==> src/hw/video_pkg.sv <==
package video_pkg;

	// Pixel and line counts
	localparam int DIM_WIDTH = 12;

	typedef logic [DIM_WIDTH-1:0] dim_t;

	////////////////////
	// Default output timing, 640x480 VGA

	localparam int DEF_H_ACTIVE = 640;
	localparam int DEF_H_FRONT = 16;
	localparam int DEF_H_SYNC = 96;
	localparam int DEF_H_BACK = 48;

	// Vertical values are in lines
	localparam int DEF_V_ACTIVE = 480;
	localparam int DEF_V_FRONT = 10;
	localparam int DEF_V_SYNC = 2;
	localparam int DEF_V_BACK = 33;

endpackage

==> src/hw/vga_sync_pulses.sv <==
`timescale 1ns/100ps

module vga_sync_pulses #(
	parameter int H_ACTIVE = video_pkg::DEF_H_ACTIVE,
	parameter int H_FRONT = video_pkg::DEF_H_FRONT,
	parameter int H_SYNC = video_pkg::DEF_H_SYNC,
	parameter int H_BACK = video_pkg::DEF_H_BACK,
	parameter int V_ACTIVE = video_pkg::DEF_V_ACTIVE,
	parameter int V_FRONT = video_pkg::DEF_V_FRONT,
	parameter int V_SYNC = video_pkg::DEF_V_SYNC,
	parameter int V_BACK = video_pkg::DEF_V_BACK
) (
	input  logic i_clk_b,
	input  logic i_rst_n,
	output logic o_hsync_n,
	output logic o_vsync_n
);

	localparam int H_TOTAL = H_ACTIVE + H_FRONT + H_SYNC + H_BACK;
	localparam int V_TOTAL = V_ACTIVE + V_FRONT + V_SYNC + V_BACK;
	localparam int HW = $clog2(H_TOTAL);
	localparam int VW = $clog2(V_TOTAL);
	localparam int HS_START = H_ACTIVE + H_FRONT;
	localparam int HS_END = HS_START + H_SYNC;
	localparam int VS_START = V_ACTIVE + V_FRONT;
	localparam int VS_END = VS_START + V_SYNC;

	logic [1:0] rst_sync;
	logic rst_n;
	logic [HW-1:0] h_cnt;
	logic [HW-1:0] h_next;
	logic [VW-1:0] v_cnt;
	logic [VW-1:0] v_next;

	// Local release of reset
	always_ff @(posedge i_clk_b or negedge i_rst_n) begin
		if (!i_rst_n) begin
			rst_sync <= 2'b00;
		end else begin
			rst_sync <= {rst_sync[0], 1'b1};
		end
	end

	assign rst_n = rst_sync[1];

	// Line wraps first, frame advances on the wrap
	always_comb begin
		h_next = h_cnt + 1'b1;
		v_next = v_cnt;
		if (h_cnt == HW'(H_TOTAL - 1)) begin
			h_next = '0;
			if (v_cnt == VW'(V_TOTAL - 1)) begin
				v_next = '0;
			end else begin
				v_next = v_cnt + 1'b1;
			end
		end
	end

	// Syncs registered from the next position so they line up with the counters
	always_ff @(posedge i_clk_b or negedge rst_n) begin
		if (!rst_n) begin
			h_cnt <= '0;
			v_cnt <= '0;
			o_hsync_n <= 1'b1;
			o_vsync_n <= 1'b1;
		end else begin
			h_cnt <= h_next;
			v_cnt <= v_next;
			o_hsync_n <= !(int'(h_next) >= HS_START && int'(h_next) < HS_END);
			o_vsync_n <= !(int'(v_next) >= VS_START && int'(v_next) < VS_END);
		end
	end

	a_counters_in_frame: assert property (@(posedge i_clk_b) disable iff (!rst_n)
		int'(h_cnt) < H_TOTAL && int'(v_cnt) < V_TOTAL);

endmodule

==> config.mk <==
export PLATFORM = sky130hd
export DESIGN_NAME = vga_sync_pulses
export DESIGN_NICKNAME = d
export VERILOG_FILES = /design/src/hw/video_pkg.sv /design/src/hw/vga_sync_pulses.sv
export SDC_FILE = /design/constraint.sdc
export NUM_CORES = 1
export LEC_CHECK = 0
export BUFFER_PORTS_ARGS = -buffer_cell sky130_fd_sc_hd__buf_4
export CORE_MARGIN = 2
export CORE_UTILIZATION = 56
export DETAILED_ROUTE_END_ITERATION = 8
export PLACE_DENSITY_LB_ADDON = 0.12
export SLEW_MARGIN = 40
export SYNTH_ARGS = -nofsm -noshare
export SYNTH_HDL_FRONTEND = slang
export SYNTH_SLANG_ARGS = --single-unit
==> constraint.sdc <==
create_clock -name i_clk_b -period 1.7 [get_ports i_clk_b]
set_input_delay 0 -clock i_clk_b [delete_from_list [all_inputs] [get_ports i_clk_b]]
set_output_delay 0 -clock i_clk_b [all_outputs]
set_load 0.1 [all_outputs]
# [After elaboration in Yosys (flattened, before gate mapping)]
# Cells that the tools add are included.
[word_totals] regBits=24 in_bits=2 wordCells=20
[classes] n_addsub=2 order_cmp=4 n_eq_ne=2 n_mux=3 reduce_logical=4
[op_table] operator="$mux W10" n=3
[op_table] operator="$add A10 B1 Y10 const B" n=2
[op_table] operator="$eq A10 B10 Y1 const B" n=2
[op_table] operator="$ge A10 B10 Y1 const B" n=1
[op_table] operator="$ge A10 B9 Y1 const B" n=1
[op_table] operator="$lt A10 B10 Y1 const B" n=1
[op_table] operator="$lt A10 B9 Y1 const B" n=1
[op_table] operator="$logic_and A1 B1 Y1" n=2
[op_table] operator="$logic_not A1 Y1" n=2

# [Depth between registers and ports, before layout]
[logic_depth] depth_word=6 mapped_depth=8

# [Worst setup path after synthesis]
# OpenSTA, ideal clock, no wires.
[synth_path] path_type="register to register" start="register v_cnt[0]" end="register v_cnt[3]" setup_time_ns=0.126 t_arrival_ns=1.576 required_ns=1.574 setup_slack_ns=-0.002 path_stages_with_launch=8 path_buffers=0 path_cell_list="dfrtp_1 > inv_1 > ha_1 > or4b_4 > nor4_4 > a21oi_1 > o21ai_1 > o31ai_1"
[synth_via] elab_chain_cells=3 word_cells_on_any_way=4
[synth_lines] element="from (decl)" line_no="vga_sync_pulses.sv:32" rtl="logic [VW-1:0] v_cnt;"
[synth_lines] element="from (signal assigned)" line_no="vga_sync_pulses.sv:69" rtl="v_cnt <= v_next;"
[synth_lines] element="$add A10 B1 Y10 / $eq A10 B10 Y1 (equally long branches)" line_no="vga_sync_pulses.sv:55, vga_sync_pulses.sv:52"
[synth_lines] element="$mux W10 (*)" line_no="vga_sync_pulses.sv:52" rtl="if (v_cnt == VW'(V_TOTAL - 1)) begin"
[synth_lines] element="$mux W10 (*)" line_no="vga_sync_pulses.sv:50" rtl="if (h_cnt == HW'(H_TOTAL - 1)) begin"
[synth_lines] element="via v_next[3]" line_no="vga_sync_pulses.sv:33" rtl="logic [VW-1:0] v_next;"
# Mark *: on every way through the listed nets, which the timed path passes. The rest lies on a longest branch.

# [Worst setup path after layout]
[layout_path] start="register v_cnt[0]" end="register o_vsync_n"
[layout_via] elab_chain_cells=6 word_cells_on_any_way=8
[layout_lines] element="$add A10 B1 Y10 / $eq A10 B10 Y1 (equally long branches)" line_no="vga_sync_pulses.sv:55, vga_sync_pulses.sv:52"
[layout_lines] element="$mux W10" line_no="vga_sync_pulses.sv:52"
[layout_lines] element="$mux W10 (*)" line_no="vga_sync_pulses.sv:50"
[layout_lines] element="$ge A10 B9 Y1 / $lt A10 B9 Y1 (equally long branches)" line_no="vga_sync_pulses.sv:71" rtl="o_vsync_n <= !(int'(v_next) >= VS_START && int'(v_next) < VS_END);"
[layout_lines] element="$logic_and A1 B1 Y1 (*)" line_no="vga_sync_pulses.sv:71"
[layout_lines] element="$logic_not A1 Y1 (*)" line_no="vga_sync_pulses.sv:71"
[layout_lines] element="to (signal assigned)" line_no="vga_sync_pulses.sv:71"
[layout_lines] element="to (decl)" line_no="vga_sync_pulses.sv:16" rtl="output logic o_vsync_n"
# Mark *: on every way between the ends. The rest lies on a longest branch, timed or not.

==> flow_summary.toml <==
[clocking]
clock_sinks = 24
clk_pin_slew_ps = 120
cts_htree_levels = 1
numCtsBuffers = 3
root_buffer = "clkbuf_4"
cts_tree = "done"
cts_buffer_depth = 2
insertion_delay_ps = 310

[critical_path]
path_class = "flop to flop"
endpoint_kind = "flop"
required_ps = 1960
arrival_ps = 2090
start_kind = "flop"
cp_max_fo = 5

[yosys]
syn_inst = 129
synthXorXnorAreaFrac = 0.0745
async_flop_share = 1.00
synth_compound_area_frac = 0.110
synth_ff_type = "dfrtp_1"
yosysUniqueCellTypes = 40
synth_top_family_by_area = "simple AND/OR/NAND/NOR gates"
synth_mux_area_frac = 0
yosys.area_share.simple = 0.281
syn_area_sq_um = 1290
ys_seq_area_frac = 0.467
synth_fp_nets = 135
syn_area_per_cell_sq_um = 10.0
synthAdderAreaFrac = 0.0387
synth_edf_count = 0
yosys_warnings = 0
ys_seq_elements = 24

[pwr]
p_clk_frac = 0.294
total_power_uw = 838
p_switching_uw = 175
p_seq_frac = 0.691
netSwitchingFraction = 0.209
combinationalPowerShare = 0.016
p_int_uw = 662
p_leak_nw = 0.752
powerDensity_nw_per_um2 = 522
vdd_drop_max_mv = 0.436

[timing]
fin_crit_sh = 1.07
fin_skew_ps = 3.74
fin_ws_ps = -126
period_needed_ps = 1830
report.final.slew_viol_count = 0
grt_setup_unrepaired = "yes"
hold_viol = 0
fmax_ghz = 0.548
setup_viol = 5
whs_ps = 189

[placed_design]
numPortBuffers = 3
dp_hpwl_microns = 2060
placed_area_sq_um = 1500
placed_cells = 180
dp_slack_ps = -111
place_congestion = 0.824

[detailed_routing]
wl_microns = 2860
firstDrtPassIters = 4
drtIter0Drc = 47
routed_via_density = 5.76
route.vias.total = 1095
postRouteAntennaNets = 0
drc_errors = 0
wl_per_cell_microns = 15.0

[floorplanning]
io_pins = 4
die_area_sq_um = 2710
coreArea_sq_um = 2190
num_rows = 17
die_h_microns = 52.0
start_util = 0.590
die_w_microns = 52.0

[finish]
final_cell_area_sq_um = 1600
num_antenna_cells = 0
layout-drive-gt1-share = 0.315
synthToLayoutAreaGrowth_pct = 24.1
nNetsFinal = 170
final_cells = 190
most-common-layout-cells = "buf_4 (30), dfrtp_1 (22), nand2_1 (12)"
final_common_cell = "buf_4"

[global_routing]
grt_max_degree = 13
track_usage = 0.230
grt_pass1_vias = 1056
grt_first_pass_wirelength_microns = 4550
grt_antenna_before_repair = 0
overflow = 0

[run_status]
violations = "setup timing"
status = "complete, but fails checks"

[worst_hold_path]
min_path_type = "flop to async pin"

[flow_run]
maxCapViolCount = 0
## metal layers
metal  share of wire  track usage  vias to the layer above
met5               0            0                        -
met4           0.012       0.0921                        0
met3           0.044       0.0259                        5
met2            0.48        0.348                       28
met1            0.47        0.335                      534
li1                -            -                      528
## logic make-up after synthesis
group	Yosys count
xor gates and xnor gates	11
and+or+nand+nor	61
AOI/OAI and AO/OA	22
adders and majority gates	4
DFF	24
buffers and inverters	6
other	1
## layout make-up
| cell class | count | area [sq um] |
|---|---|---|
| Multi-Input combinational cell | 99 | 683 |
| Sequential cell | 24 | 603 |
| Fill cell | 157 | 587 |
| Timing Repair Buffer | 32 | 245 |
| Tap cell | 28 | 35.0 |
| Clock buffer | 3 | 22.5 |
| Inverter | 4 | 15.0 |
## worst paths after layout
kind                                  startpoint                     to  slack [ps]  cells after the start
max                           v_cnt[0]$_DFF_PN0_    o_vsync_n$_DFF_PN1_        -130                      7
min                        rst_sync[1]$_DFF_PN0_     v_cnt[5]$_DFF_PN0_         190                      0
max reg2reg                   v_cnt[0]$_DFF_PN0_    o_vsync_n$_DFF_PN1_        -130                      7
min reg2reg                rst_sync[1]$_DFF_PN0_     v_cnt[5]$_DFF_PN0_         190                      0
max in group asynchronous  rst_sync[1]$_DFF_PN0_    o_hsync_n$_DFF_PN1_         900                      1
min in group i_clk_b       rst_sync[0]$_DFF_PN0_  rst_sync[1]$_DFF_PN0_         370                      0
## critical path: stages, from the launching register on
cell and delay (ps):
dfrtp_1 410, inv_2 60, ha_1 120, or4b_4 490
nor4_4 330, nand3b_1 210, a21oi_2 70, nand4_1 90
## Yosys cell counts (all sizes together), types with 4 or more instances
master | n | area, sq um
a21oi | 5 | 28.8
dfrtp | 22 | 551
ha | 4 | 50.1
inv | 4 | 15.0
nand2 | 12 | 45.0
nand3 | 8 | 45.0
nand4 | 4 | 25.0
nor2 | 10 | 37.5
nor3 | 6 | 30.0
o21ai | 7 | 35.0
or3 | 4 | 25.0
xnor2 | 5 | 43.8
xor2 | 6 | 52.6
## through the flow
stage | util | TNS [ps]
floorplan | - | -1.95
global placement | 0.683 | 0
detailed placement | 0.683 | -387
CTS | 0.710 | -391
global route | 0.732 | -960
finish | 0.732 | -453
## registers in the layout (all words and copies together), names as in the netlist
name,cells
h_cnt,10
v_cnt,10
rst_sync,2
o_hsync_n,1
o_vsync_n,1
## power groups by stage
stage          logic [mW]  registers (mW)  clock network [mW]
6_report           0.0131           0.579               0.246
5_1_grt            0.0157           0.580               0.271
4_1_cts            0.0135           0.579               0.256
3_5_place_dp      0.00999           0.590                   0
3_3_place_gp      0.00945           0.590                   0
2_1_floorplan    0.000191           0.592                   0
## repair_timing
item,4_1_cts,5_1_grt
buffers inserted,2,4
gates resized for setup,2,7
pin swaps,2,5
endpoints found under the hold margin,2,0
endpoints found under the setup margin,6,10
hold buffers,2,0
Power figures use the tool's default switching activity.
