File: src/hw/video_pkg.sv
package video_pkg;

	// Pixel and line counts
	localparam int DIM_WIDTH = 12;

	typedef logic [DIM_WIDTH-1:0] dim_t;

	////////////////////
	// Default output timing, 640x480 VGA

	localparam int DEF_H_ACTIVE = 640;
	localparam int DEF_H_FRONT = 16;
	localparam int DEF_H_SYNC = 96;
	localparam int DEF_H_BACK = 48;

	// Vertical values are in lines
	localparam int DEF_V_ACTIVE = 480;
	localparam int DEF_V_FRONT = 10;
	localparam int DEF_V_SYNC = 2;
	localparam int DEF_V_BACK = 33;

endpackage

File: src/hw/video_timing_if.sv
`timescale 1ns/100ps

interface video_timing_if;

	// Syncs are active low, blanking is active high
	logic hsync_n;
	logic vsync_n;
	logic hblank;
	logic vblank;

	modport src (
		output hsync_n,
		output vsync_n,
		output hblank,
		output vblank
	);

	modport snk (
		input hsync_n,
		input vsync_n,
		input hblank,
		input vblank
	);

endinterface

File: src/hw/frame_measure.sv
`timescale 1ns/100ps

module frame_measure (
	input  logic i_clk,
	input  logic i_rst_n,
	video_timing_if.snk i_timing,
	output logic o_locked,
	output video_pkg::dim_t o_width,
	output video_pkg::dim_t o_height
);

	import video_pkg::*;

	logic [1:0] rst_sync;
	logic rst_n;
	logic active;
	logic active_q;
	logic vs_q;
	logic line_end;
	logic frame_end;
	dim_t pix_cnt;
	dim_t line_width;
	dim_t line_cnt;

	always_ff @(posedge i_clk or negedge i_rst_n) begin
		if (!i_rst_n) begin
			rst_sync <= 2'b00;
		end else begin
			rst_sync <= {rst_sync[0], 1'b1};
		end
	end

	assign rst_n = rst_sync[1];

	assign active = !i_timing.hblank && !i_timing.vblank;
	assign line_end = active_q && !active;
	// Frame boundary is the vsync falling edge
	assign frame_end = vs_q && !i_timing.vsync_n;

	always_ff @(posedge i_clk or negedge rst_n) begin
		if (!rst_n) begin
			active_q <= 1'b0;
			vs_q <= 1'b1;
			pix_cnt <= '0;
			line_width <= '0;
			line_cnt <= '0;
			o_locked <= 1'b0;
			o_width <= '0;
			o_height <= '0;
		end else begin
			active_q <= active;
			vs_q <= i_timing.vsync_n;

			if (active) begin
				pix_cnt <= pix_cnt + 1'b1;
			end else begin
				pix_cnt <= '0;
			end

			// pix_cnt still holds the finished line here
			if (line_end) begin
				line_width <= pix_cnt;
				line_cnt <= line_cnt + 1'b1;
			end

			if (frame_end) begin
				o_width <= line_width;
				o_height <= line_cnt;
				// Lock only on two matching nonzero frames in a row
				o_locked <= line_width != '0 && line_cnt != '0 &&
					line_width == o_width && line_cnt == o_height;
				line_width <= '0;
				line_cnt <= '0;
			end
		end
	end

endmodule

File: src/flat_wrapper.sv
// flat-port wrapper written by rule: the top's interface ports become plain ports
module frame_measure_flat import video_pkg::*;
  (i_clk, i_rst_n, o_locked, o_width, o_height, i_timing_hsync_n, i_timing_vsync_n, i_timing_hblank, i_timing_vblank);
  video_timing_if i_timing_i ();
  input  logic i_clk;
  input  logic i_rst_n;
  output logic o_locked;
  output video_pkg::dim_t o_width;
  output video_pkg::dim_t o_height;
  input wire logic [$bits(i_timing_i.hsync_n)-1:0] i_timing_hsync_n;
  input wire logic [$bits(i_timing_i.vsync_n)-1:0] i_timing_vsync_n;
  input wire logic [$bits(i_timing_i.hblank)-1:0] i_timing_hblank;
  input wire logic [$bits(i_timing_i.vblank)-1:0] i_timing_vblank;
  assign i_timing_i.hsync_n = i_timing_hsync_n;
  assign i_timing_i.vsync_n = i_timing_vsync_n;
  assign i_timing_i.hblank = i_timing_hblank;
  assign i_timing_i.vblank = i_timing_vblank;
  frame_measure u_core (.i_clk(i_clk), .i_rst_n(i_rst_n), .i_timing(i_timing_i), .o_locked(o_locked), .o_width(o_width), .o_height(o_height));
endmodule
File: config.mk
export PLATFORM = sky130hd
export DESIGN_NAME = frame_measure_flat
export DESIGN_NICKNAME = d
export VERILOG_FILES = /design/src/hw/video_pkg.sv /design/src/hw/video_timing_if.sv /design/src/hw/frame_measure.sv /design/src/flat_wrapper.sv
export SDC_FILE = /design/constraint.sdc
export NUM_CORES = 1
export LEC_CHECK = 0
export BUFFER_PORTS_ARGS = -buffer_cell sky130_fd_sc_hd__buf_2
export CORE_ASPECT_RATIO = 1.75
export CORE_MARGIN = 2
export CORE_UTILIZATION = 55
export DETAILED_ROUTE_END_ITERATION = 8
export GPL_ROUTABILITY_DRIVEN = 1
export PLACE_DENSITY = 0.77
export SLEW_MARGIN = 20
export SYNTH_ARGS = -nofsm -noshare
export SYNTH_HDL_FRONTEND = slang
export SYNTH_SLANG_ARGS = --single-unit
File: constraint.sdc
create_clock -name i_clk -period 4.6 [get_ports i_clk]
set_input_delay 1.38 -clock i_clk [delete_from_list [all_inputs] [get_ports i_clk]]
set_output_delay 1.38 -clock i_clk [all_outputs]
set_load 0.005 [all_outputs]
* Yosys cells after proc, flatten, opt, wreduce, memory -nomap -nowiden
Index checks and enable logic that the tools add are counted.
** Storage, ports and cells
- Flip-flop bits (word level) :: 65
- Bits of input ports :: 6
- Output and inout port bits :: 25
** Cells by class
- Add/sub/neg operators :: 2
- Equal/unequal tests :: 2
- Multiplexer cells :: 5
- Reductions and logical operators :: 13
** Operators with widths (number)
- $mux 12 :: 5
- $add 12x1->12 const B :: 2
- $eq 12x12->1 :: 2
- $reduce_bool 12->1 :: 2
- $logic_and 1x1->1 :: 6
- $logic_not 1->1 :: 4
- $reduce_bool 2->1 :: 1

* Logic depth before layout (Yosys ltp)
- Depth after elaboration :: 6
- Gate-level depth with buffers :: 5

* Worst setup path before layout
OpenSTA, ideal clock, no wires.
- Kind :: input -> register
- From :: input i_timing_vsync_n
- To :: register u_core.line_cnt[11]
- Setup time :: 78 ps
- Arrival :: 2410 ps
- Slack :: 2112 ps
- Cell stages on the path :: 4
- Path through :: nor2b_1 o2111ai_4 or4_1 a21oi_1
** Between the ends
- Word-level cells in the longest chain between the ends :: 3
** Ends and longest elaborated chain
- from (decl) :: RTL line flat_wrapper.sv:11 : input wire logic [$bits(i_timing_i.vsync_n)-1:0] i_timing_vsync_n;
- $logic_not 1->1 * :: RTL line frame_measure.sv:38 : assign frame_end = vs_q && !i_timing.vsync_n;
- $logic_and 1x1->1 * :: RTL line frame_measure.sv:38
- $mux 12 / $reduce_bool 2->1 (equally long branches)
- to (signal assigned) :: RTL line frame_measure.sv:63 : line_cnt <= line_cnt + 1'b1;
- to (decl) :: RTL line frame_measure.sv:23 : dim_t line_cnt;
Every way passes the cells marked *; elsewhere a longest branch is shown, timed or not.
A chain may end at the register's enable or synchronous reset.

* Worst setup path after layout
- From :: input i_timing_vsync_n
- To :: register u_core.line_cnt[10]
The elaborated chain is that of the path after synthesis.

==> impl_metrics.tcl <==
set metrics [dict create \
    status "complete, no violations" \
    setup-violations-final 0 \
    ir_drop_uv 173 \
    power.leakage_nw 1.77 \
    drtIter0Drc 151 \
    grt_pass1_vias 2238 \
    vias 2282 \
    clk_path_buf_depth 2 \
    synthToLayoutAreaGrowth_pct 12.6 \
    maxSlewHeadroom_pct 32.0 \
    synth_area_per_cell_um2 9.28 \
    maxCapViolCount 0 \
    synthAdderAreaFrac_pct 1.26 \
    clock_sinks 65 \
    wire_per_inst_um 15.0 \
    yosysSeqAreaShare_pct 54.5 \
    max_freq_mhz 366 \
    synth_compound_area_share_pct 7.70 \
    cts_resized 0 \
    syn-cell-area_um2 2990 \
    hold_path_startpoint "u_core.rst_sync[0]" \
    antenna_found_initial 0 \
    core_area_um2 5260 \
    drive_above_1_share_pct 15.3 \
    start_kind "input pin" \
    drtPass1Iterations 4 \
    finalNetCount 358 \
    synth_simple_gate_area_share_pct 23.0 \
    antenna_left 0 \
    antenna_cells 0 \
    fin_setup_tns_ns 0 \
    ff2ff_setup_slack_ns 2.48 \
    pwr-share-comb_pct 5.7 \
    hp-class "register to register" \
    crit_required_ns 4.86 \
    start_util_pct 56.9 \
    finalClockSkew_ns 0.0107 \
    synth_cells 322 \
    synth_top_family_by_area "simple AND/OR/NAND/NOR gates" \
    overflow 0 \
    syn_nets 331 \
    fin_crit_ns 2.73 \
    intPower_w 0.000879 \
    post-route-util_pct 64.0 \
    routed_via_density 5.58 \
    crit_type "input pin to register" \
    p_per_area_nw_per_um2 339 \
    p_seq_share_pct 52.0 \
    synth_mux_area_share_pct 0 \
    post-route-period-util_pct 59.4 \
    switching_share_pct 22.9 \
    ys_ff_latch 65 \
    drc_errors 0 \
    placed_area_um2 3170 \
    hpwl_um 4250 \
    io_buffers 29 \
    yosysUniqueCellTypes 31 \
    post_cts.repair.setup_buffers 0 \
    grt_max_degree 64 \
    dieHeight_um 102 \
    clk_latency_ns 0.33 \
    fp.dieW_um 59.7 \
    clk_pin_slew_ns 0.07 \
    p_clk_share_pct 42.3 \
    grt_pass1_wl_um 10200 \
    ios 31 \
    cp_max_fo 35 \
    whs_path_depth 0 \
    tritoncts "built" \
    grt_setup_unrepaired "false" \
    finalPower_w 0.00114 \
    cts_root_buf "clkbuf_8" \
    hold_path_end "u_core.rst_sync[1]" \
    critPathCaptureType "register" \
    r2r_start "u_core.vs_q" \
    yosys_warnings 0 \
    r2r-end "u_core.line_cnt[10]" \
    worst_slew_pin_slew_ns 1.02 \
    cts_made_buffers 9 \
    dieArea_um2 6060 \
    finalHoldViolCount 0 \
    r2r_cells 5 \
    arrival_ns 2.99 \
    synth-xor-area-share_pct 10.5 \
    htree_levels 3 \
    ctsHoldBuffers 0 \
    gp_congestion 0.817 \
    fin_area_um2 3360 \
    track_usage_pct 22.8 \
    routed_wirelength_um 6130 \
    num_rows 35 \
    slew_viol_final 0 \
    p_sw_w 0.000262 \
]
[worst max-delay path, cell delays in order]
cell and delay, ns:
buf_2 0.12, nor2b_4 0.33, buf_4 0.41, o211ai_1 0.23, or3_1 0.36, a21oi_1 0.15
[synthesized netlist by cell type, drive strengths merged]
library cell  count  area, um^2
nor2b             1        6.26
ha                3        37.5
o31ai             2        15.0
and3              1        11.3
nand4             6        37.5
nand2            99         372
or2               2        12.5
nor4             11        68.8
and2              1        6.26
buf              10        42.5
dfstp             1        26.3
or4               1        7.51
nand3             8        40.0
o21ai            11        55.1
nand2b            1        6.26
o211ai            1        7.51
nor3              4        20.0
inv               7        26.3
dfrtp            64        1600
xnor2             6        52.6
o2111ai           2        35.0
clkbuf            5        18.8
conb              1        3.75
o21a              1        7.51
or3               7        46.3
a21oi            22         110
xor2             30         263
nor2             14        52.6
[cell type report]
cell class	instances	area, um^2
clock buffer	13	159
clock inverter	3	40.0
fill	429	1890
inverter	7	26.3
multi-input combinational	235	1280
sequential	65	1630
tap	55	68.8
timing repair buffer	31	160
[metal layers]
layer  share of wire, %  global-route usage, %  up-vias
met4                3.2                   12.5        0
met5                  0                      0        -
met2                 55                   39.5       46
li1                   -                      -     1115
met1                 39                   25.7     1106
met3                2.5                   4.09       15
[power by group through the flow]
stage	sequential (W)	clock [W]	combinational, W
final	0.000593	0.000482	0.0000655
after global routing	0.000594	0.000520	0.0000737
after CTS	0.000593	0.000489	0.0000665
after detailed placement	0.000604	0	0.0000665
after global placement	0.000603	0	0.0000659
after floorplan	0.000609	0	0.0000367
[cell usage in the layout (no fill, tap or decap), drive strengths merged, types with 2 or more instances in the layout]
cell and count:
or2 2, inv 7, o21ai 11, clkbuf 13, o31ai 2, xor2 30, nor2 14, a21oi 22
nand2 99, ha 3, xnor2 6, o2111ai 2, nor4 11, buf 31, clkinv 2, dfrtp 64
nand3 8, nand4 6, or3 7, nor3 4
[cells by family (layout without fill, tap and decap cells)]
kind of cell | Yosys count | in the layout
simple gates | 156 | 156
compound gates | 39 | 39
xor+xnor | 36 | 36
other cells | 1 | 1
fa+ha+maj | 3 | 3
flops | 65 | 65
buf+inv | 22 | 54
[worst max-delay path by stage]
stage	to	slack [ns]	cells after the start	start
final	u_core.line_cnt[10]	1.87	6	i_timing_vsync_n
after floorplan	u_core.line_cnt[11]	2.11	4	i_timing_vsync_n
after global placement	u_core.line_cnt[8]	1.57	6	i_timing_vsync_n
after global routing	u_core.line_cnt[8]	1.75	6	i_timing_vsync_n
after CTS	u_core.line_cnt[10]	1.88	6	i_timing_vsync_n
after detailed placement	u_core.line_cnt[10]	1.54	6	i_timing_vsync_n
[state kept, by name, indices dropped and copies added (netlist names)]
signal             flops
u_core.line_width     12
u_core.line_cnt       12
u_core.o_height       12
u_core.active_q        1
u_core.rst_sync        2
u_core.o_width        12
u_core.o_locked        1
u_core.vs_q            1
u_core.pix_cnt        12
[stage by stage]
stage | worst slack (ns) | cells | hold WS (ns)
detailed placement | 1.54 | 393 | 0.344
CTS | 1.88 | 409 | 0.360
finish | 1.87 | 409 | 0.356
global route | 1.75 | 409 | 0.363
floorplan | 2.11 | 322 | 0.331
global placement | 1.57 | 393 | 0.337
Power figures use the tool's default switching activity.
