===== config.mk =====
export PLATFORM = sky130hd
export DESIGN_NAME = sync_to_blanking_flat
export DESIGN_NICKNAME = d
export VERILOG_FILES = /design/src/hw/video_pkg.sv /design/src/hw/video_timing_if.sv /design/src/hw/sync_to_blanking.sv /design/src/flat_wrapper.sv
export SDC_FILE = /design/constraint.sdc
export NUM_CORES = 1
export LEC_CHECK = 0
export BUFFER_PORTS_ARGS = -buffer_cell sky130_fd_sc_hd__buf_2
export CORE_ASPECT_RATIO = 0.8
export CORE_MARGIN = 2
export CORE_UTILIZATION = 60
export CTS_BUF_LIST = sky130_fd_sc_hd__clkbuf_2
export CTS_CLUSTER_SIZE = 25
export DETAILED_ROUTE_END_ITERATION = 10
export GPL_TIMING_DRIVEN = 0
export PLACE_DENSITY = 0.79
export REMOVE_ABC_BUFFERS = 1
export SKIP_CTS_REPAIR_TIMING = 1
export SLEW_MARGIN = 40
export SYNTH_ARGS = -nofsm -noshare
export SYNTH_HDL_FRONTEND = slang
export SYNTH_SLANG_ARGS = --single-unit
export TNS_END_PERCENT = 100

===== constraint.sdc =====
create_clock -name i_clk_b -period 1.9 [get_ports i_clk_b]
set_input_delay 0.19 -clock i_clk_b [delete_from_list [all_inputs] [get_ports i_clk_b]]
set_output_delay 0.19 -clock i_clk_b [all_outputs]
set_load 0.01 [all_outputs]

===== src/hw/video_pkg.sv =====
package video_pkg;

	// Pixel and line counts
	localparam int DIM_WIDTH = 12;

	typedef logic [DIM_WIDTH-1:0] dim_t;

	////////////////////
	// Default output timing, 640x480 VGA

	localparam int DEF_H_ACTIVE = 640;
	localparam int DEF_H_FRONT = 16;
	localparam int DEF_H_SYNC = 96;
	localparam int DEF_H_BACK = 48;

	// Vertical values are in lines
	localparam int DEF_V_ACTIVE = 480;
	localparam int DEF_V_FRONT = 10;
	localparam int DEF_V_SYNC = 2;
	localparam int DEF_V_BACK = 33;

endpackage


===== src/hw/video_timing_if.sv =====
`timescale 1ns/100ps

interface video_timing_if;

	// Syncs are active low, blanking is active high
	logic hsync_n;
	logic vsync_n;
	logic hblank;
	logic vblank;

	modport src (
		output hsync_n,
		output vsync_n,
		output hblank,
		output vblank
	);

	modport snk (
		input hsync_n,
		input vsync_n,
		input hblank,
		input vblank
	);

endinterface


===== src/hw/sync_to_blanking.sv =====
`timescale 1ns/100ps

module sync_to_blanking #(
	parameter int H_ACTIVE = video_pkg::DEF_H_ACTIVE,
	parameter int H_FRONT = video_pkg::DEF_H_FRONT,
	parameter int H_SYNC = video_pkg::DEF_H_SYNC,
	parameter int H_BACK = video_pkg::DEF_H_BACK,
	parameter int V_ACTIVE = video_pkg::DEF_V_ACTIVE,
	parameter int V_FRONT = video_pkg::DEF_V_FRONT,
	parameter int V_SYNC = video_pkg::DEF_V_SYNC,
	parameter int V_BACK = video_pkg::DEF_V_BACK
) (
	input  logic i_clk_b,
	input  logic i_rst_n,
	input  logic i_hsync_n,
	input  logic i_vsync_n,
	video_timing_if.src o_timing
);

	localparam int H_TOTAL = H_ACTIVE + H_FRONT + H_SYNC + H_BACK;
	localparam int V_TOTAL = V_ACTIVE + V_FRONT + V_SYNC + V_BACK;
	localparam int HW = $clog2(H_TOTAL + 1);
	localparam int VW = $clog2(V_TOTAL + 1);
	// End of the active window, counted from the sync rising edge
	localparam int H_END = H_BACK + H_ACTIVE;
	localparam int V_END = V_BACK + V_ACTIVE;

	logic [1:0] rst_sync;
	logic rst_n;
	logic hs_q;
	logic vs_q;
	logic h_rise;
	logic v_rise;
	logic [HW-1:0] h_pos;
	logic [HW-1:0] h_pos_next;
	logic [VW-1:0] v_pos;
	logic [VW-1:0] v_pos_next;
	logic hblank_q;
	logic vblank_q;

	always_ff @(posedge i_clk_b or negedge i_rst_n) begin
		if (!i_rst_n) begin
			rst_sync <= 2'b00;
		end else begin
			rst_sync <= {rst_sync[0], 1'b1};
		end
	end

	assign rst_n = rst_sync[1];

	assign h_rise = i_hsync_n && !hs_q;
	assign v_rise = i_vsync_n && !vs_q;

	////////////////////
	// Porch counters, saturating past the active window

	always_comb begin
		if (h_rise) begin
			h_pos_next = '0;
		end else if (int'(h_pos) < H_END) begin
			h_pos_next = h_pos + 1'b1;
		end else begin
			h_pos_next = h_pos;
		end

		// Lines are counted on hsync rising edges
		if (v_rise) begin
			v_pos_next = '0;
		end else if (h_rise && int'(v_pos) < V_END) begin
			v_pos_next = v_pos + 1'b1;
		end else begin
			v_pos_next = v_pos;
		end
	end

	always_ff @(posedge i_clk_b or negedge rst_n) begin
		if (!rst_n) begin
			hs_q <= 1'b1;
			vs_q <= 1'b1;
			h_pos <= HW'(H_END);
			v_pos <= VW'(V_END);
			hblank_q <= 1'b1;
			vblank_q <= 1'b1;
		end else begin
			hs_q <= i_hsync_n;
			vs_q <= i_vsync_n;
			h_pos <= h_pos_next;
			v_pos <= v_pos_next;
			hblank_q <= int'(h_pos_next) < H_BACK || int'(h_pos_next) >= H_END;
			vblank_q <= int'(v_pos_next) < V_BACK || int'(v_pos_next) >= V_END;
		end
	end

	assign o_timing.hsync_n = hs_q;
	assign o_timing.vsync_n = vs_q;
	assign o_timing.hblank = hblank_q;
	assign o_timing.vblank = vblank_q;

	// Whole hsync pulse sits inside horizontal blanking
	a_sync_in_blank: assert property (@(posedge i_clk_b) disable iff (!rst_n)
		$fell(hs_q) |-> (hblank_q && !hs_q) [*H_SYNC] ##1 hs_q);

endmodule


===== src/flat_wrapper.sv =====
// flat-port wrapper written by rule: the top's interface ports become plain ports
module sync_to_blanking_flat 
#(
	parameter int H_ACTIVE = video_pkg::DEF_H_ACTIVE,
	parameter int H_FRONT = video_pkg::DEF_H_FRONT,
	parameter int H_SYNC = video_pkg::DEF_H_SYNC,
	parameter int H_BACK = video_pkg::DEF_H_BACK,
	parameter int V_ACTIVE = video_pkg::DEF_V_ACTIVE,
	parameter int V_FRONT = video_pkg::DEF_V_FRONT,
	parameter int V_SYNC = video_pkg::DEF_V_SYNC,
	parameter int V_BACK = video_pkg::DEF_V_BACK
)
  (i_clk_b, i_rst_n, i_hsync_n, i_vsync_n, o_timing_hsync_n, o_timing_vsync_n, o_timing_hblank, o_timing_vblank);
  video_timing_if o_timing_i ();
  input  logic i_clk_b;
  input  logic i_rst_n;
  input  logic i_hsync_n;
  input  logic i_vsync_n;
  output wire logic [$bits(o_timing_i.hsync_n)-1:0] o_timing_hsync_n;
  output wire logic [$bits(o_timing_i.vsync_n)-1:0] o_timing_vsync_n;
  output wire logic [$bits(o_timing_i.hblank)-1:0] o_timing_hblank;
  output wire logic [$bits(o_timing_i.vblank)-1:0] o_timing_vblank;
  assign o_timing_hsync_n = o_timing_i.hsync_n;
  assign o_timing_vsync_n = o_timing_i.vsync_n;
  assign o_timing_hblank = o_timing_i.hblank;
  assign o_timing_vblank = o_timing_i.vblank;
  sync_to_blanking #(.H_ACTIVE(H_ACTIVE), .H_FRONT(H_FRONT), .H_SYNC(H_SYNC), .H_BACK(H_BACK), .V_ACTIVE(V_ACTIVE), .V_FRONT(V_FRONT), .V_SYNC(V_SYNC), .V_BACK(V_BACK)) u_core (.i_clk_b(i_clk_b), .i_rst_n(i_rst_n), .i_hsync_n(i_hsync_n), .i_vsync_n(i_vsync_n), .o_timing(o_timing_i));
endmodule

## After elaboration in Yosys (flattened, before gate mapping)

Cells that the tools add are included.

| operators by class | value |
|---|---|
| add/subtract/negate cells | 2 |
| $mul | 0 |
| divide/modulo/power cells | 0 |
| magnitude comparators | 6 |
| equality and inequality tests | 0 |
| shift-type cells | 0 |
| multiplexer cells | 4 |
| bitwise operators | 0 |
| reductions and logical operators | 7 |

Operators by type and width:

| cell | count |
|---|---|
| 10-bit 2-to-1 mux | 4 |
| 10-bit by 1-bit adder with 10-bit output (second input constant) | 2 |
| 10-bit >= comparator (second input constant) | 2 |
| 10-bit less-than comparator (second input constant) | 2 |
| 10-bit by 6-bit less-than comparator with 1-bit output (second input constant) | 2 |
| 1-bit logical AND | 3 |
| 1-bit logical NOT | 2 |
| 1-bit logical OR | 2 |

| storage, ports and cells | value |
|---|---|
| register bits | 26 |
| bits in latches | 0 |
| memory bits (writable) | 0 |
| memory bits (read-only) | 0 |
| input port bits | 4 |
| output and inout bits | 4 |
| word-level logic and storage cells | 26 |
| memories kept | 0 |

## Depth between registers and ports, before layout

Gate-level depths: netlist of run 1.

| depth | value |
|---|---|
| depth after elaboration | 7 |
| gate-level depth with buffers | 8 |
| mapped depth without buffers | 8 |

## Worst setup path after synthesis of run 1

No wires, ideal clock.

| timing | value |
|---|---|
| path kind | reg2reg |
| start point | reg u_core.v_pos[0] |
| end point | reg u_core.vblank_q (netlist: u_core.o_timing.vblank) |
| setup time | 0.089 ns |
| arrival | 2.072 ns |
| required time | 1.811 ns |
| path slack | -0.262 ns |
| cell stages (with the launch flop) | 9 |
| buffers on the path | 0 |
| clock period less this slack | 2.162 ns |
| cells stage by stage | dfstp_2 inv_1 ha_1 or4b_4 o311a_1 a311oi_2 nor4_1 and4_4 a311oi_2 |

| on the way | value |
|---|---|
| cells in the longest elaborated chain, start to end | 6 |
| elaborated cells on any way between the ends | 8 |
| those cells by class | add/sub: 1; order compare: 3; mux: 2; reduce/logical: 2 |

RTL lines:

| what | line | text |
|---|---|---|
| from (decl) | sync_to_blanking.sv:36 | `logic [VW-1:0] v_pos;` |
| from (signal assigned) | sync_to_blanking.sv:81 | `v_pos <= VW'(V_END);` |
| from (signal assigned) | sync_to_blanking.sv:88 | `v_pos <= v_pos_next;` |
| 10-bit less-than comparator | sync_to_blanking.sv:69 | `end else if (h_rise && int'(v_pos) < V_END) begin` |
| 1-bit logical AND | sync_to_blanking.sv:69 |  |
| 10-bit 2-to-1 mux * | sync_to_blanking.sv:69 |  |
| 10-bit 2-to-1 mux * | sync_to_blanking.sv:67 | `if (v_rise) begin` |
| net u_core.v_pos_next[0] | sync_to_blanking.sv:37 | `logic [VW-1:0] v_pos_next;` |
| 10-bit by 6-bit less-than comparator with 1-bit output / 10-bit >= comparator (equally long branches) | sync_to_blanking.sv:90 | `vblank_q <= int'(v_pos_next) < V_BACK \|\| int'(v_pos_next) >= V_END;` |
| 1-bit logical OR * | sync_to_blanking.sv:90 |  |
| to (signal assigned) | sync_to_blanking.sv:83 | `vblank_q <= 1'b1;` |
| to (signal assigned) | sync_to_blanking.sv:90 |  |
| to (decl) | sync_to_blanking.sv:39 | `logic vblank_q;` |

The timed path passes the listed nets; every way through them passes the cells marked *.

## Final worst setup path of run 1

| timing | value |
|---|---|
| start point | reg u_core.v_pos[1] |
| end point | reg u_core.vblank_q (netlist: u_core.o_timing.vblank) |

Same word-level chain as after synthesis.

==> metrics.json, run 1 <==
{
  "outcome": "finished, violations left",
  "failed_checks": "DRC, setup timing",
  "grt_antenna_before_repair": 0,
  "chipHeight_um": 47.8,
  "worst-endpoint-arrival_ns": 2.67,
  "crit_fanout": 4,
  "finalHoldViolations": 0,
  "whs_ns": 0.0966,
  "setup_violations": 1,
  "gp_routability_congestion": 0.835,
  "max-vdd-ir-drop_v": 0.000609,
  "layout.nets": 168,
  "tritoncts_num_sinks": 26,
  "mostFrequentLayoutCells": "sky130_fd_sc_hd__dfrtp_1, sky130_fd_sc_hd__nor2_1, sky130_fd_sc_hd__dfstp_2",
  "internal_power_uw": 918,
  "slew_viol_final": 0,
  "post_synth_inst_count": 142,
  "critical_path_required_ns": 2.19,
  "post_synth_instance_area_mm2": 0.00144,
  "core_area_mm2": 0.00221,
  "unrepaired_setup_endpoints_after_global_routing": "true",
  "use_met2_pct": 34.2,
  "power_leakage_nw": 0.691,
  "synthToLayoutAreaGrowth_pct": 20.0,
  "final.setup.tns_ns": -0.485,
  "drt_drc_violations_left": 2,
  "post-synth-top-area-cell": "sky130_fd_sc_hd__dfrtp_1",
  "global_route.overflow_total": 0,
  "setup.worst_path.start_class": "flip-flop",
  "maxSlewHeadroom_pct": 52.3,
  "reg_to_reg_critical_path_startpoint": "u_core.v_pos[1]",
  "clock_latency_ns": 0.36,
  "via_count": 1188,
  "clockPowerShare_pct": 26.9,
  "clock_tree.buffer_depth": 2,
  "worstRegToRegCells": 8,
  "cts.clk_slew.worst_paths_ns": 0.24,
  "root_buffer": "sky130_fd_sc_hd__clkbuf_2",
  "total_switching_power_uw": 376,
  "achievable-frequency_ghz": 0.419,
  "grt.total_usage_pct": 22.2,
  "combinationalPowerShare_pct": 20.3,
  "cts_inserted_buffers": 3,
  "final.setup_skew_ns": 0.00645,
  "finalWorstSetupSlack_ns": -0.485,
  "cts_tree": "yes",
  "final_core_util_pct": 77.9,
  "pin_count": 8,
  "drt_pass1_iterations": 7,
  "powerDensity_mw_per_mm2": 750,
  "gr-usage-met3_pct": 5.95,
  "totalPowerFinal_mw": 1.29,
  "final_min_period_over_clock_period_pct": 126,
  "met1_usage_pct": 32.4,
  "half_perimeter_wire_length_after_placement_um": 1990,
  "grt.busiest_layer": "met2",
  "synth_edf_count": 0,
  "hp-class": "input port to async pin",
  "setup.reg_to_reg.worst_slack_ns": -0.48,
  "wl_per_cell_um": 16.7,
  "postPlaceCellArea_mm2": 0.00150,
  "grt_start_max_net_pins": 25,
  "critical_path_class": "flip-flop to flip-flop",
  "synth_seq_cells": 26,
  "share_seq_of_total_power_pct": 52.8,
  "first_iter_violations": 57,
  "wirelength_um": 3090,
  "die_width_um": 58.7,
  "post_synth.cell_area_avg_um2": 10.1,
  "buffer_ports.inserted": 7,
  "layout_commonest_cell": "sky130_fd_sc_hd__dfrtp_1",
  "ctsHtreeMaxLevel": 1,
  "crit_path_end_kind": "flip-flop",
  "seq_area_um2": 666,
  "n_antenna_cell": 0,
  "floorplan.initialDensity_pct": 64.9,
  "postSynth.asyncResetShare_pct": 100,
  "dieArea_mm2": 0.00280,
  "vias_per_cell": 6.42,
  "post_synth_main_area_contributors": "sky130_fd_sc_hd__dfrtp_1, sky130_fd_sc_hd__dfstp_2, sky130_fd_sc_hd__xor2_1",
  "finalWorstPathRequiredPeriod_ns": 2.38,
  "tightest_slew_ns": 0.712,
  "fillers": 148,
  "synth-warning-count": 0,
  "cap_viol_max_count": 0,
  "placed_cells_incl_taps": 171,
  "share_of_layout_cells_above_drive_strength_1_pct": 33.8,
  "dp_worst_setup_slack_ns": -0.417,
  "postRouteAntennaNets": 0,
  "synth.yosys.seq_area_share_pct": 46.2,
  "worstReg2RegEnd": "u_core.o_timing.vblank",
  "synth-main-ff-cell": "sky130_fd_sc_hd__dfrtp_1",
  "via_count_of_the_first_global_routing_pass": 987,
  "multi_input_comb_area_um2": 842,
  "core.rowCount": 15,
  "switching_share_pct": 29.1,
  "postLayoutCellArea_mm2": 0.00172,
  "post_layout_instance_count_excluding_filler_cells": 185,
  "synth.distinct_cells": 44,
  "grt_first_pass_wirelength_um": 4600,
  "synth_top_area_share_pct": 27.9
}
==> worst max path at each step <==
| stage | from | end | slack [ns] |
|---|---|---|---|
| after floorplan | u_core.v_pos[0] | u_core.o_timing.vblank | -0.26 |
| after global placement | u_core.v_pos[1] | u_core.o_timing.vblank | -0.42 |
| after detailed placement | u_core.v_pos[1] | u_core.o_timing.vblank | -0.42 |
| after CTS | u_core.v_pos[1] | u_core.o_timing.vblank | -0.50 |
| after global routing | u_core.v_pos[1] | u_core.o_timing.vblank | -0.59 |
| final | u_core.v_pos[1] | u_core.o_timing.vblank | -0.48 |
==> cells in the mapped netlist (3+ instances only) <==
| cell | instances |
|---|---|
| sky130_fd_sc_hd__nand4b_1 | 3 |
| sky130_fd_sc_hd__dfstp_2 | 10 |
| sky130_fd_sc_hd__nand2_1 | 5 |
| sky130_fd_sc_hd__dfrtp_1 | 16 |
| sky130_fd_sc_hd__o31ai_1 | 3 |
| sky130_fd_sc_hd__xor2_1 | 7 |
| sky130_fd_sc_hd__a21oi_1 | 9 |
| sky130_fd_sc_hd__ha_1 | 3 |
| sky130_fd_sc_hd__nand4_1 | 6 |
| sky130_fd_sc_hd__nor2_1 | 14 |
| sky130_fd_sc_hd__inv_1 | 6 |
| sky130_fd_sc_hd__o21ai_0 | 11 |
| sky130_fd_sc_hd__clkbuf_1 | 3 |
| sky130_fd_sc_hd__or3_1 | 7 |
==> sequential cells by signal (all words and copies together) (netlist names) <==
| signal | cells |
|---|---|
| u_core.o_timing.hsync_n | 1 |
| u_core.o_timing.vsync_n | 1 |
| u_core.o_timing.hblank | 1 |
| u_core.o_timing.vblank | 1 |
| u_core.rst_sync | 2 |
| u_core.v_pos | 10 |
| u_core.h_pos | 10 |
==> critical path, cell delays in order, from the launching register on <==
cell	delay (ns)
sky130_fd_sc_hd__dfrtp_1	0.47
sky130_fd_sc_hd__inv_2	0.10
sky130_fd_sc_hd__ha_4	0.12
sky130_fd_sc_hd__or4b_4	0.49
sky130_fd_sc_hd__o311a_1	0.34
sky130_fd_sc_hd__a2111oi_4	0.24
sky130_fd_sc_hd__nor4_2	0.12
sky130_fd_sc_hd__and4_4	0.20
sky130_fd_sc_hd__a311oi_2	0.24
==> per-layer routing <==
layer / routed length, um / up-vias
li1: - / 566
met2: 1460 / 35
met4: 47 / 0
met1: 1400 / 581
met5: 0 / -
met3: 182 / 6
==> cells by family (layout without fill, tap and decap cells) <==
kind of cell | Yosys count | count (layout) | synth area share, %
AO/OA/AOI/OAI | 39 | 39 | 20.3
adder cells (fa/ha/maj) | 3 | 3 | 2.61
XOR/XNOR | 9 | 9 | 5.49
other | 1 | 1 | 0.261
flip-flops | 26 | 26 | 46.2
AND/OR/NAND/NOR | 55 | 55 | 22.8
buffers and inverters | 9 | 27 | 2.35
==> power by group through the flow <==
stage / clock network, mW / registers, mW / logic, mW
floorplan: 0 / 0.672 / 0.143
global placement: 0 / 0.684 / 0.174
detailed placement: 0 / 0.687 / 0.186
CTS: 0.349 / 0.679 / 0.190
global route: 0.373 / 0.696 / 0.289
finish: 0.348 / 0.683 / 0.263
==> final cells by class <==
type / count / area share (%)
tap: 25 / 1.81
clock inverter: 1 / 1.74
sequential: 26 / 38.6
timing repair buffer: 17 / 6.82
clock buffer: 3 / 0.871
multi-input combinational: 107 / 48.8
inverter: 6 / 1.31
Power figures use the tool's default switching activity.
==> run 2: changes to the inputs <==
ABC_AREA = 1   (was unset)
PLACE_DENSITY = 0.78   (was 0.79)
==> run 2 against run 1 <==
  * The flow now finishes without violations
  * Fmax is 26% higher
  * Sequential power rose by 3.1%
  * Critical path type unchanged
  * Critical endpoint unchanged
  * Die area rose by 14%
  * Area after synthesis increased by 16%
  * Clock skew up 0.00094 ns
  * Clock power is 1% lower
  * Setup slack better by 0.50 ns
  * Clock-buffer cell count is the same
==> metrics.json, run 2 <==
{
  "synth.most_common_cell": "sky130_fd_sc_hd__nand2_1",
  "root_buffer": "sky130_fd_sc_hd__clkbuf_2",
  "crit_fanout": {"value": 8, "change": "+4"},
  "powerDensity": {"value": 736, "unit": "mW/mm2", "change": "-1.9%"},
  "worstRegToRegCells": {"value": 14, "change": "+6"},
  "dp_worst_setup_slack": {"value": 0.000657, "unit": "ns", "change": "+0.418 ns"},
  "slew_viol_final": {"value": 0, "change": "unchanged"},
  "reg.largest.list": "u_core.h_pos x10, u_core.v_pos x10, u_core.rst_sync x2",
  "finalWorstPathRequiredPeriod": {"value": 1.89, "unit": "ns", "change": "-0.495 ns"},
  "first_iter_violations": {"value": 38, "change": "-33%"},
  "cap_viol_max_count": {"value": 0, "change": "unchanged"},
  "finalWorstSetupSlack": {"value": 0.0105, "unit": "ns", "change": "+0.495 ns"},
  "synth-main-ff-cell": "sky130_fd_sc_hd__dfrtp_1",
  "synth_edf_count": {"value": 0, "change": "unchanged"},
  "max-vdd-ir-drop": {"value": 0.000457, "unit": "V", "change": "-25%"},
  "clock_tree.buffer_depth": {"value": 2, "change": "unchanged"},
  "setup.reg_to_reg.worst_slack": {"value": 0.01, "unit": "ns", "change": "+0.50 ns"},
  "power_leakage": {"value": 1.08, "unit": "nW", "change": "+56%"},
  "achievable-frequency": {"value": 0.529, "unit": "GHz", "change": "+26%"},
  "floorplan.initialDensity": {"value": 61.5, "unit": "%", "change": "-3.4 points"},
  "post_layout_instance_count_excluding_filler_cells": {"value": 293, "change": "+58%"},
  "drt_drc_violations_left": {"value": 0, "change": "-2"},
  "half_perimeter_wire_length_after_placement": {"value": 2450, "unit": "um", "change": "+23%"},
  "grt_first_pass_wirelength": {"value": 5280, "unit": "um", "change": "+15%"},
  "setup_violations": {"value": 0, "change": "-1"},
  "post_synth.cell_area_avg": {"value": 7.01, "unit": "um2", "change": "-31%"},
  "synth.distinct_cells": {"value": 29, "change": "-34%"},
  "grt_start_max_net_pins": {"value": 25, "change": "unchanged"},
  "cts.clk_slew.worst_paths": {"value": 0.24, "unit": "ns", "change": "about the same"},
  "postLayoutCellArea": {"value": 0.00191, "unit": "mm2", "change": "+11%"},
  "core_area": {"value": 0.00270, "unit": "mm2", "change": "+22%"},
  "dieArea": {"value": 0.00321, "unit": "mm2", "change": "+14%"},
  "synth_seq_cells": {"value": 26, "change": "unchanged"},
  "synth.yosys.seq_area_share": {"value": 39.9, "unit": "%", "change": "-6.2 points"},
  "critical_path_required": {"value": 2.23, "unit": "ns", "change": "+0.04 ns"},
  "maxSlewHeadroom": {"value": 66.1, "unit": "%", "change": "+14 points"},
  "via_count": {"value": 1473, "change": "+24%"},
  "via_count_of_the_first_global_routing_pass": {"value": 1201, "change": "+22%"},
  "grt.total_usage": {"value": 21.5, "unit": "%", "change": "-0.72 points"},
  "cts_inserted_buffers": {"value": 3, "change": "unchanged"},
  "final.setup_skew": {"value": 0.00739, "unit": "ns", "change": "+0.000941 ns"},
  "vias_per_cell": {"value": 5.03, "change": "-22%"},
  "reg_to_reg_critical_path_startpoint": "u_core.v_pos[0]",
  "postRouteAntennaNets": {"value": 0, "change": "unchanged"},
  "share_of_layout_cells_above_drive_strength_1": {"value": 24.3, "unit": "%", "change": "-9.4 points"},
  "placed_cells_incl_taps": {"value": 281, "change": "+64%"},
  "synth-warning-count": {"value": 0, "change": "unchanged"},
  "finalHoldViolations": {"value": 0, "change": "unchanged"},
  "worst-endpoint-arrival": {"value": 2.22, "unit": "ns", "change": "-0.45 ns"},
  "synthToLayoutAreaGrowth_pct": 14.9,
  "whs": {"value": 0.0992, "unit": "ns", "change": "+0.00254 ns"},
  "synth_top_area_share": {"value": 24.1, "unit": "%", "change": "-3.8 points"},
  "post_synth_instance_area": {"value": 0.00166, "unit": "mm2", "change": "+16%"},
  "tritoncts_num_sinks": {"value": 26, "change": "unchanged"},
  "final_core_util": {"value": 70.6, "unit": "%", "change": "-7.2 points"},
  "setup.worst_path.start_class": "flip-flop",
  "ctsHtreeMaxLevel": {"value": 1, "change": "unchanged"},
  "crit_path_end_kind": "flip-flop",
  "final_min_period_over_clock_period": {"value": 99.4, "unit": "%", "change": "-26 points"},
  "post_synth_inst_count": {"value": 237, "change": "+67%"},
  "worstReg2RegEnd": "u_core.o_timing.vblank",
  "n_antenna_cell": {"value": 0, "change": "unchanged"},
  "core.rowCount": {"value": 17, "change": "+2"},
  "synth_top_cells_by_count": "sky130_fd_sc_hd__nand2_1, sky130_fd_sc_hd__inv_1, sky130_fd_sc_hd__nand3_1",
  "totalPowerFinal": {"value": 1.40, "unit": "mW", "change": "+8.6%"},
  "postPlaceCellArea": {"value": 0.00174, "unit": "mm2", "change": "+16%"},
  "post_synth_main_area_contributors": "sky130_fd_sc_hd__dfrtp_1, sky130_fd_sc_hd__nand2_1, sky130_fd_sc_hd__dfstp_2",
  "layout.nets": {"value": 263, "change": "+57%"},
  "clock_latency": {"value": 0.35, "unit": "ns", "change": "about the same"},
  "gp_routability_congestion": {"value": 0.844, "change": "+1.0%"},
  "wirelength": {"value": 3370, "unit": "um", "change": "+9.1%"},
  "cts_tree": "yes",
  "mostFrequentLayoutCells": "sky130_fd_sc_hd__nand2_1, sky130_fd_sc_hd__inv_1, sky130_fd_sc_hd__nand3_1",
  "postSynth.asyncResetShare": {"value": 100, "unit": "%", "change": "unchanged"},
  "chipHeight": {"value": 51.1, "unit": "um", "change": "+6.9%"},
  "die_width": {"value": 62.8, "unit": "um", "change": "+7.0%"},
  "critical_path_class": "flip-flop to flip-flop",
  "tightest_slew": {"value": 0.509, "unit": "ns", "change": "-0.203 ns"},
  "hp-class": "input port to async pin",
  "grt_antenna_before_repair": {"value": 0, "change": "unchanged"},
  "pin_count": {"value": 8, "change": "unchanged"},
  "outcome": "finished clean",
  "global_route.overflow_total": {"value": 0, "change": "unchanged"},
  "unrepaired_setup_endpoints_after_global_routing": "true",
  "final.setup.tns": {"value": 0, "unit": "ns", "change": "+0.485 ns"},
  "wl_per_cell": {"value": 11.5, "unit": "um", "change": "-31%"},
  "post-synth-top-area-cell": "sky130_fd_sc_hd__dfrtp_1",
  "layout_commonest_cell": "sky130_fd_sc_hd__nand2_1",
  "buffer_ports.inserted": {"value": 7, "change": "unchanged"},
  "drt_pass1_iterations": {"value": 4, "change": "-3"}
}
-- run 2: cell count changes after synthesis, moves of 3 or more --
cell,before,now
sky130_fd_sc_hd__nand2_1,5,79
sky130_fd_sc_hd__inv_1,6,34
sky130_fd_sc_hd__nand3_1,1,24
sky130_fd_sc_hd__inv_2,0,9
sky130_fd_sc_hd__a21oi_1,9,1
sky130_fd_sc_hd__or3_1,7,0
sky130_fd_sc_hd__o21ai_0,11,5
sky130_fd_sc_hd__nor2_1,14,19
sky130_fd_sc_hd__nand4b_1,3,0
sky130_fd_sc_hd__o31ai_1,3,0
-- run 2: worst max-delay path by stage --
stage	startpoint	end	slack [ns]	depth (start not counted)
floorplan	u_core.v_pos[0]	u_core.o_timing.vblank	0.24	16
global placement	u_core.o_timing.hsync_n	u_core.o_timing.vblank	0.02	11
detailed placement	u_core.o_timing.hsync_n	u_core.o_timing.vblank	0.0007	11
CTS	u_core.o_timing.hsync_n	u_core.o_timing.vblank	-0.03	10
global route	u_core.v_pos[0]	u_core.o_timing.vblank	-0.05	14
finish	u_core.v_pos[0]	u_core.o_timing.vblank	0.01	14
-- run 2: cell type report --
| cell class | instances | area, um2 |
|---|---|---|
| Clock inverter | 1 | 30.0 |
| Fill cell | 242 | 793 |
| Multi-Input combinational cell | 165 | 867 |
| Inverter | 46 | 189 |
| Clock buffer | 3 | 15.0 |
| Sequential cell | 26 | 664 |
| Timing Repair Buffer | 14 | 95.1 |
| Tap cell | 38 | 47.5 |
-- run 2: cell families (layout without fill, tap and decap cells) --
group / after synthesis / after routing / share of synthesized area (%)
other cells: 1 / 1 / 0.226
simple gates: 142 / 143 / 38.6
buf+inv: 47 / 64 / 11.6
xor+xnor: 7 / 7 / 3.69
compound gates: 11 / 11 / 3.69
flops: 26 / 26 / 39.9
fa+ha+maj: 3 / 3 / 2.26
-- run 2: worst max-delay path, stage by stage, from the launching register on --
cell	delay, ns
sky130_fd_sc_hd__dfstp_2	0.64
sky130_fd_sc_hd__inv_2	0.07
sky130_fd_sc_hd__ha_4	0.16
sky130_fd_sc_hd__nand2_2	0.05
sky130_fd_sc_hd__nor2_2	0.04
sky130_fd_sc_hd__nand2_2	0.07
sky130_fd_sc_hd__nand2_4	0.11
sky130_fd_sc_hd__nand2_8	0.11
sky130_fd_sc_hd__nand2_1	0.06
sky130_fd_sc_hd__nand3_1	0.11
sky130_fd_sc_hd__nand3_2	0.14
sky130_fd_sc_hd__nor2_2	0.15
sky130_fd_sc_hd__nand2_1	0.06
sky130_fd_sc_hd__nand2_1	0.05
sky130_fd_sc_hd__nand2_1	0.05
-- run 2: routing by layer --
layer | track usage, % | part of all wire [%] | up-vias
met5 | 0 | 0 | -
met2 | 31.9 | 44 | 31
li1 | - | - | 766
met1 | 31.8 | 51 | 674
met3 | 5.51 | 4.4 | 2
met4 | 4.44 | 0.56 | 0
-- run 2: report_power, final --
| group | leakage (nW) | internal [mW] | switching, mW |
|---|---|---|---|
| sequential | 0.313 | 0.631 | 0.0734 |
| combinational | 0.740 | 0.144 | 0.213 |
| clock | 0.0266 | 0.181 | 0.163 |
| total | 1.08 | 0.955 | 0.449 |
